**src/hdl/prf_cfg_pkg.sv**
```systemverilog
////////////////////////////////////////////////////////////
// physical register file sizing
// widths and plain vector types shared by every block
////////////////////////////////////////////////////////////
`default_nettype none

package prf_cfg_pkg;

	// both threads draw from this one pool of physical registers
	localparam int PRF_SIZE  = 64;

	localparam int PRF_IDX_W = $clog2(PRF_SIZE);   // bits needed to name one entry
	localparam int DATA_W    = 64;                 // width of one register value

	// a physical register tag, also the pending tag handed back on a miss
	typedef logic [PRF_IDX_W-1:0] prf_idx_t;

	typedef logic [PRF_SIZE-1:0]  prf_mask_t;   // one bit per entry, bit i is entry i
	typedef logic [DATA_W-1:0]    prf_data_t;   // one register value

endpackage

`default_nettype wire
```
**src/hdl/prf_bus_pkg.sv**
```systemverilog
////////////////////////////////////////////////////////////
// bundles that cross the register file boundary
// result buses, rename requests and grants, reads and frees
////////////////////////////////////////////////////////////
`default_nettype none

package prf_bus_pkg;

	// one common data bus, the tag names the entry the result lands in
	typedef struct packed {
		logic                  valid;
		prf_cfg_pkg::prf_idx_t tag;
		prf_cfg_pkg::prf_data_t data;
	} cdb_t;

	// request strobes, rat1 slot 1 sits in the top bit so the vector reads 1100 for rat1
	typedef struct packed {
		logic rat1_slot1;
		logic rat1_slot2;
		logic rat2_slot1;
		logic rat2_slot2;
	} alloc_req_t;

	typedef struct packed {
		logic                  valid;   // low when no free entry was found or the pattern is bad
		prf_cfg_pkg::prf_idx_t idx;     // zero whenever valid is low
	} rename_grant_t;

	// same slot order as alloc_req_t
	typedef struct packed {
		rename_grant_t rat1_slot1;
		rename_grant_t rat1_slot2;
		rename_grant_t rat2_slot1;
		rename_grant_t rat2_slot2;
	} rename_grants_t;

	typedef struct packed {
		logic                   valid;   // high means value holds real data
		prf_cfg_pkg::prf_data_t value;   // otherwise the zero extended tag to wait on
	} operand_t;

	// a register released by a retiring instruction
	typedef struct packed {
		logic                  valid;
		prf_cfg_pkg::prf_idx_t idx;
	} retire_free_t;

	// mispredict recovery, entries set in both lists are given back to the pool
	typedef struct packed {
		logic                   valid;
		prf_cfg_pkg::prf_mask_t rrat_list;   // list from the retirement table of the thread
		prf_cfg_pkg::prf_mask_t rat_list;    // list from the rename table of the other thread
	} recover_t;

endpackage

`default_nettype wire

```
**src/hdl/prf_free_ctrl.sv**
```systemverilog
////////////////////////////////////////////////////////////
// free request decoder
// merges retire frees and recovery lists into one mask
////////////////////////////////////////////////////////////
`timescale 1ns/1ps
`default_nettype none

module prf_free_ctrl (
	input  prf_bus_pkg::retire_free_t retire1,     // retire free from thread 1
	input  prf_bus_pkg::retire_free_t retire2,     // retire free from thread 2
	input  prf_bus_pkg::recover_t     recover1,    // rrat1 list with the rat2 list
	input  prf_bus_pkg::recover_t     recover2,    // rrat2 list with the rat1 list
	output prf_cfg_pkg::prf_mask_t    free_mask    // entries returned to the pool next edge
);

	prf_cfg_pkg::prf_mask_t retire_mask;   // decoded retire indices

	// each retire index becomes a one hot bit, both can land in the same cycle
	always_comb
	begin
		retire_mask = '0;
		for (int i = 0; i < prf_cfg_pkg::PRF_SIZE; i++)
		begin
			if (retire1.valid && (retire1.idx == prf_cfg_pkg::prf_idx_t'(i)))
				retire_mask[i] = 1'b1;
			if (retire2.valid && (retire2.idx == prf_cfg_pkg::prf_idx_t'(i)))
				retire_mask[i] = 1'b1;
		end
	end

	////////////////////////////////////////////////////////////
	// recovery override
	////////////////////////////////////////////////////////////
	// an entry is released only when it is dead for the squashed thread
	// and also not mapped by the rename table of the other thread
	always_comb
	begin
		free_mask = retire_mask;
		if (recover1.valid)
			free_mask = recover1.rrat_list & recover1.rat_list;
		if (recover2.valid)
			free_mask = recover2.rrat_list & recover2.rat_list;   // thread 2 recovery wins
	end

endmodule

`default_nettype wire

```
**config.mk**
```make
export PLATFORM = sky130hd
export DESIGN_NAME = prf_free_ctrl
export DESIGN_NICKNAME = d
export VERILOG_FILES = /design/src/hdl/prf_cfg_pkg.sv /design/src/hdl/prf_bus_pkg.sv /design/src/hdl/prf_free_ctrl.sv
export SDC_FILE = /design/constraint.sdc
export NUM_CORES = 1
export LEC_CHECK = 0
export BUFFER_PORTS_ARGS = -buffer_cell sky130_fd_sc_hd__buf_4
export CAP_MARGIN = 20
export CELL_PAD_IN_SITES_DETAIL_PLACEMENT = 0
export CELL_PAD_IN_SITES_GLOBAL_PLACEMENT = 1
export CORE_AREA = 2 2 130 132
export DETAILED_ROUTE_END_ITERATION = 10
export DIE_AREA = 0 0 132 134
export PLACE_DENSITY_LB_ADDON = 0.1
export RECOVER_POWER = 25
export SLEW_MARGIN = 20
export SYNTH_ARGS = -nofsm -noshare
export SYNTH_HDL_FRONTEND = slang
export SYNTH_SLANG_ARGS = --single-unit
```
**constraint.sdc**
```tcl
create_clock -name vclk -period 1
set_input_delay 0 -clock vclk [all_inputs]
set_output_delay 0 -clock vclk [all_outputs]
set_load 0.005 [all_outputs]
```
# ---- Yosys cells after proc, flatten, opt, wreduce, memory -nomap -nowiden
# Index checks and enable logic that the tools add are counted.
dict set report totals {
  reg_bits 0
  latch_bits 0
  ramBits 0
  romBits 0
  out_inout_bits 64
  mem_count 0
}
dict set report op_classes {
  n_addsub 0
  n_mul 0
  n_div 0
  magnitude_cmp 0
  n_eq_ne 126
  n_shift 0
  mux 130
  n_bitwise 2
  n_reduce_logical 130
}
# operator n
set op_table {}
lappend op_table {{== test 6 bit, second input constant} 64}
lappend op_table {{== test 6 x 5 -> 1 bit, second input constant} 32}
lappend op_table {{AND 64 bit} 2}
lappend op_table {{logical AND 1 bit} 128}
lappend op_table {{two-way mux 1 bit} 128}
lappend op_table {{two-way mux 64 bit} 2}
lappend op_table {{== test 6 x 4 -> 1 bit, second input constant} 16}
lappend op_table {{== test 6 x 3 -> 1 bit, second input constant} 8}
lappend op_table {{== test 6 x 2 -> 1 bit, second input constant} 4}
lappend op_table {{== test 6 x 1 -> 1 bit, second input constant} 2}
lappend op_table {{zero test 6 bit} 2}

# ---- Longest topological paths before layout
dict set report depth {
  depth_word 6
  ltp_mapped 5
}

# ---- Worst setup path after synthesis
# OpenSTA, ideal clock, no wires.
dict set report synth_path {
  path_type {input-to-output}
  startpoint {in retire1[5] (netlist name)}
  endpoint {out free_mask[24]}
  arrival_time_ps 871
  required_ps 1000
  slack_ps 129
  path_stages 5
  path_buffers 2
  path_cell_list {and3b_1 -> clkbuf_1 -> buf_2 -> a22oi_1 -> o221ai_1}
}
dict set report synth_via {
  elab_chain_len 6
}
# item line_no
set synth_lines {}
lappend synth_lines {{start: declaration} prf_free_ctrl.sv:9} ;# input prf_bus_pkg::retire_free_t retire1,
lappend synth_lines {{== test 6 x 5 -> 1 bit} prf_free_ctrl.sv:24} ;# if (retire1.valid && (retire1.idx == prf_cfg_pkg::prf_idx_t'(i)))
lappend synth_lines {{logical AND 1 bit} prf_free_ctrl.sv:24}
lappend synth_lines {{two-way mux 1 bit} prf_free_ctrl.sv:24}
lappend synth_lines {{two-way mux 1 bit} prf_free_ctrl.sv:26} ;# if (retire2.valid && (retire2.idx == prf_cfg_pkg::prf_idx_t'(i)))
lappend synth_lines {{two-way mux 64 bit} prf_free_ctrl.sv:39} ;# if (recover1.valid)
lappend synth_lines {{two-way mux 64 bit} prf_free_ctrl.sv:41} ;# if (recover2.valid)
lappend synth_lines {{end: declaration} prf_free_ctrl.sv:13} ;# output prf_cfg_pkg::prf_mask_t free_mask
# No other way between the ends.

# ---- Final worst setup path
dict set report layout_path {
  startpoint {in retire2[4] (netlist name)}
  endpoint {out free_mask[5]}
}
dict set report layout_via {
  elab_chain_len 5
}
# item line_no
set layout_lines {}
lappend layout_lines {{start: declaration} prf_free_ctrl.sv:10} ;# input prf_bus_pkg::retire_free_t retire2,
lappend layout_lines {{== test 6 x 3 -> 1 bit} prf_free_ctrl.sv:26}
lappend layout_lines {{logical AND 1 bit} prf_free_ctrl.sv:26}
lappend layout_lines {{two-way mux 1 bit} prf_free_ctrl.sv:26}
lappend layout_lines {{two-way mux 64 bit} prf_free_ctrl.sv:39}
lappend layout_lines {{two-way mux 64 bit} prf_free_ctrl.sv:41}
# No other way between the ends.

==> flow_results.xml <==
<?xml version="1.0" encoding="UTF-8"?>
<metrics>
  <group name="synthesis">
    <metric name="post_synth_instance_area" unit="sq um">2288</metric>
    <metric name="netlist_instances" unit="">341</metric>
    <metric name="synth.avg_cell_area" unit="sq um">6.711</metric>
    <metric name="syn-num-nets" unit="">613</metric>
    <metric name="total_number_of_yosys_warnings" unit="">0</metric>
    <metric name="seq_area_frac_synth" unit="">0</metric>
    <metric name="netlist_cell_types" unit="">19</metric>
  </group>
  <group name="floorplanning">
    <metric name="fp.dieH" unit="um">134</metric>
    <metric name="std_cell_rows" unit="">47</metric>
    <metric name="core_area" unit="sq um">16290</metric>
    <metric name="initial_core_util" unit="">0.1405</metric>
    <metric name="i_o_pin_count" unit="">336</metric>
    <metric name="fp.dieArea" unit="sq um">17690</metric>
    <metric name="floorplan.die.width" unit="um">132</metric>
  </group>
  <group name="timing">
    <metric name="finalHoldViolations" unit="">0</metric>
    <metric name="timing_worst_slew_pin_value" unit="ps">282.4</metric>
    <metric name="setup_tns" unit="ps">-2649</metric>
    <metric name="postLayoutSetupSlackWorst" unit="ps">-106.0</metric>
    <metric name="setup_violations" unit="">46</metric>
    <metric name="fmax" unit="MHz">904.1</metric>
    <metric name="grt_setup_unrepaired" unit="">true</metric>
    <metric name="min_period_over_period" unit="">1.106</metric>
    <metric name="report.final.slew_viol_count" unit="">0</metric>
    <metric name="slew_headroom" unit="">0.8117</metric>
    <metric name="timing.final.crit_period" unit="ps">1106</metric>
  </group>
  <group name="route">
    <metric name="initialDrtViolationCount" unit="">242</metric>
    <metric name="drt-wirelength-per-cell" unit="um">20.51</metric>
    <metric name="postRouteAntennaNets" unit="">0</metric>
    <metric name="wl" unit="um">19000</metric>
    <metric name="drc" unit="">0</metric>
    <metric name="detailed_routing_iterations_pass_1" unit="">4</metric>
    <metric name="dr_total_vias" unit="">4580</metric>
    <metric name="routed_via_density" unit="">4.946</metric>
  </group>
  <group name="pwr">
    <metric name="clock_power_share" unit="">0</metric>
    <metric name="swShare" unit="">0.3853</metric>
    <metric name="power_density" unit="nW/um^2">356.5</metric>
    <metric name="switching_power_total" unit="W">0.0009228</metric>
    <metric name="share_seq_of_total_power" unit="">0</metric>
    <metric name="vdd_ir_drop_max" unit="mV">0.1367</metric>
    <metric name="combPwrFrac" unit="">1.000</metric>
    <metric name="p_leak" unit="nW">2.835</metric>
    <metric name="cellInternalPower" unit="W">0.001472</metric>
  </group>
  <group name="grt">
    <metric name="pin_count_of_the_biggest_net_entering_global_routing" unit="">34</metric>
    <metric name="global_route.overflow_total" unit="">0</metric>
    <metric name="first_global_vias" unit="">4653</metric>
    <metric name="number_of_antenna_violations_at_the_first_check_in_global_routing" unit="">0</metric>
    <metric name="grt_util_all_layers" unit="">0.1948</metric>
    <metric name="wire_length_of_the_first_global_routing_pass" unit="um">27120</metric>
  </group>
  <group name="clocking">
    <metric name="holdBufCountCts" unit="">0</metric>
  </group>
  <group name="status">
    <metric name="outcome" unit="">finished, violations left</metric>
    <metric name="failing_checks" unit="">negative setup slack</metric>
  </group>
  <group name="hold_path">
    <metric name="hold_path_end" unit="">free_mask[3]</metric>
    <metric name="hold-path-cell-count" unit="">4</metric>
    <metric name="worst_hold_startpoint" unit="">recover2[3]</metric>
    <metric name="worstHoldPathType" unit="">input port to output port</metric>
  </group>
  <group name="finish">
    <metric name="fraction_of_final_layout_cells_sized_beyond_drive_strength_1" unit="">0.7805</metric>
    <metric name="antenna_cells" unit="">0</metric>
    <metric name="areaGrowthSynthToFinish" unit="%">193.6</metric>
    <metric name="final_cell_area" unit="sq um">6719</metric>
    <metric name="area.sequential" unit="sq um">0</metric>
    <metric name="postLayoutCoreUtil" unit="">0.4125</metric>
    <metric name="num-nets-final" unit="">980</metric>
    <metric name="seq_cells" unit="">0</metric>
    <metric name="n_clock_buffer" unit="">0</metric>
  </group>
  <group name="critical_path">
    <metric name="slowest_stage" unit="">sky130_fd_sc_hd__nor3b_4</metric>
    <metric name="slowest_delay" unit="ps">220</metric>
    <metric name="critPathMostFrequentCell" unit="">sky130_fd_sc_hd__buf_12</metric>
    <metric name="cp_max_fo" unit="">8</metric>
    <metric name="cp_data_arrival_time" unit="ps">1110</metric>
    <metric name="required_time_worst_endpoint" unit="ps">1000</metric>
    <metric name="end_kind" unit="">output port</metric>
    <metric name="crit_type" unit="">input port to output port</metric>
    <metric name="timing.critical_path.from_type" unit="">input port</metric>
    <metric name="path_delay_family" unit="">buffers and inverters</metric>
    <metric name="path_buf_inv" unit="">5</metric>
    <metric name="critical_path.cell_chain" unit="">buf_8, buf_6, nor3b_4, buf_12, buf_12, a22oi_2, o221ai_2, buf_4</metric>
  </group>
  <group name="place">
    <metric name="detailed_place.area" unit="sq um">5438</metric>
    <metric name="dp.final_hpwl" unit="um">14530</metric>
    <metric name="buffer_ports.inserted" unit="">336</metric>
    <metric name="gpl.final_weighted_congestion" unit="">0.8140</metric>
  </group>
  <group name="flow_run">
    <metric name="drv_cap" unit="">0</metric>
  </group>
</metrics>
[per-stage QoR]
| stage | setup slack (ps) | total power, W | instances | hold WS [ps] |
|---|---|---|---|---|
| after floorplan | 129.4 | 0.0005539 | 341 | 120.8 |
| after global placement | -349.6 | 0.001931 | 906 | 314.4 |
| after detailed placement | -340.8 | 0.001941 | 906 | 315.3 |
| after CTS | -112.9 | 0.002234 | 918 | 315.7 |
| after global routing | -150.6 | 0.002553 | 926 | 325.7 |
| final | -106.0 | 0.002395 | 926 | 311.6 |
[worst max-delay path by stage]
stage	from	to	depth (start not counted)	slack (ps)
finish	retire2[4]	free_mask[5]	8	-110
global route	retire2[4]	free_mask[3]	8	-150
CTS	retire2[4]	free_mask[5]	8	-110
detailed placement	retire1[1]	free_mask[48]	6	-340
global placement	retire1[1]	free_mask[0]	6	-350
floorplan	retire1[5]	free_mask[24]	5	130
[timing repair]
action                     4_1_cts  5_1_grt
pin swaps                       81       53
setup endpoints to repair       64       60
resized for setup              147       53
buffers inserted                15        5
cloned                           4        5
hold endpoints to repair         0        0
[power by group through the flow]
stage | registers [W] | logic [W] | clock network, W
floorplan | 0 | 0.000554 | 0
detailed placement | 0 | 0.00194 | 0
global route | 0 | 0.00255 | 0
finish | 0 | 0.00240 | 0
CTS | 0 | 0.00223 | 0
global placement | 0 | 0.00193 | 0
[area by class of cell]
| type | count | area (sq um) |
|---|---|---|
| fill | 1661 | 9570 |
| multi-input combinational | 298 | 2791 |
| tap | 220 | 275.3 |
| timing repair buffer | 408 | 3652 |
[per-layer routing]
metal	track usage	up-vias	wire length [um]
met5	0	-	0
met4	0.005435	0	127
met3	0.03023	10	1209
met2	0.3776	203	10080
met1	0.2375	2185	7574
li1	-	2182	-
[layout by cell type (no fill, tap or decap), types with 2 or more instances in the layout]
| cell type | instances |
|---|---|
| sky130_fd_sc_hd__nor4b_2 | 2 |
| sky130_fd_sc_hd__nand2_1 | 64 |
| sky130_fd_sc_hd__and4b_2 | 7 |
| sky130_fd_sc_hd__nand3_1 | 64 |
| sky130_fd_sc_hd__nor4b_4 | 6 |
| sky130_fd_sc_hd__and4bb_2 | 4 |
| sky130_fd_sc_hd__nor4_4 | 2 |
| sky130_fd_sc_hd__buf_6 | 15 |
| sky130_fd_sc_hd__clkbuf_16 | 5 |
| sky130_fd_sc_hd__buf_4 | 353 |
| sky130_fd_sc_hd__o221ai_1 | 22 |
| sky130_fd_sc_hd__and4bb_4 | 7 |
| sky130_fd_sc_hd__o221ai_2 | 42 |
| sky130_fd_sc_hd__buf_12 | 24 |
| sky130_fd_sc_hd__buf_16 | 5 |
| sky130_fd_sc_hd__buf_8 | 6 |
| sky130_fd_sc_hd__and3b_2 | 3 |
| sky130_fd_sc_hd__a22oi_2 | 64 |
[synthesized netlist by cell type]
| cell type | instances | share of area |
|---|---|---|
| sky130_fd_sc_hd__o221ai_1 | 64 | 0.24 |
| sky130_fd_sc_hd__nand2_1 | 64 | 0.10 |
| sky130_fd_sc_hd__nor4b_2 | 8 | 0.052 |
| sky130_fd_sc_hd__nand2b_1 | 1 | 0.0027 |
| sky130_fd_sc_hd__buf_1 | 1 | 0.0016 |
| sky130_fd_sc_hd__and4bb_2 | 10 | 0.055 |
| sky130_fd_sc_hd__and4bb_1 | 2 | 0.011 |
| sky130_fd_sc_hd__nand3_1 | 64 | 0.14 |
| sky130_fd_sc_hd__buf_2 | 12 | 0.026 |
| sky130_fd_sc_hd__and4_1 | 2 | 0.0077 |
| sky130_fd_sc_hd__and4b_1 | 8 | 0.035 |
| sky130_fd_sc_hd__nor3b_2 | 2 | 0.011 |
| sky130_fd_sc_hd__or2_2 | 1 | 0.0027 |
| sky130_fd_sc_hd__nor4_4 | 2 | 0.019 |
| sky130_fd_sc_hd__buf_4 | 4 | 0.013 |
| sky130_fd_sc_hd__and3b_1 | 4 | 0.015 |
| sky130_fd_sc_hd__clkbuf_1 | 26 | 0.043 |
| sky130_fd_sc_hd__and3_1 | 2 | 0.0055 |
| sky130_fd_sc_hd__a22oi_1 | 64 | 0.21 |
[cell families after synthesis]
family          Yosys count  synth area share
compound gates          128            0.4549
buf+inv                  43           0.08365
simple gates            170            0.4615
(Power assumes the default switching activity.)
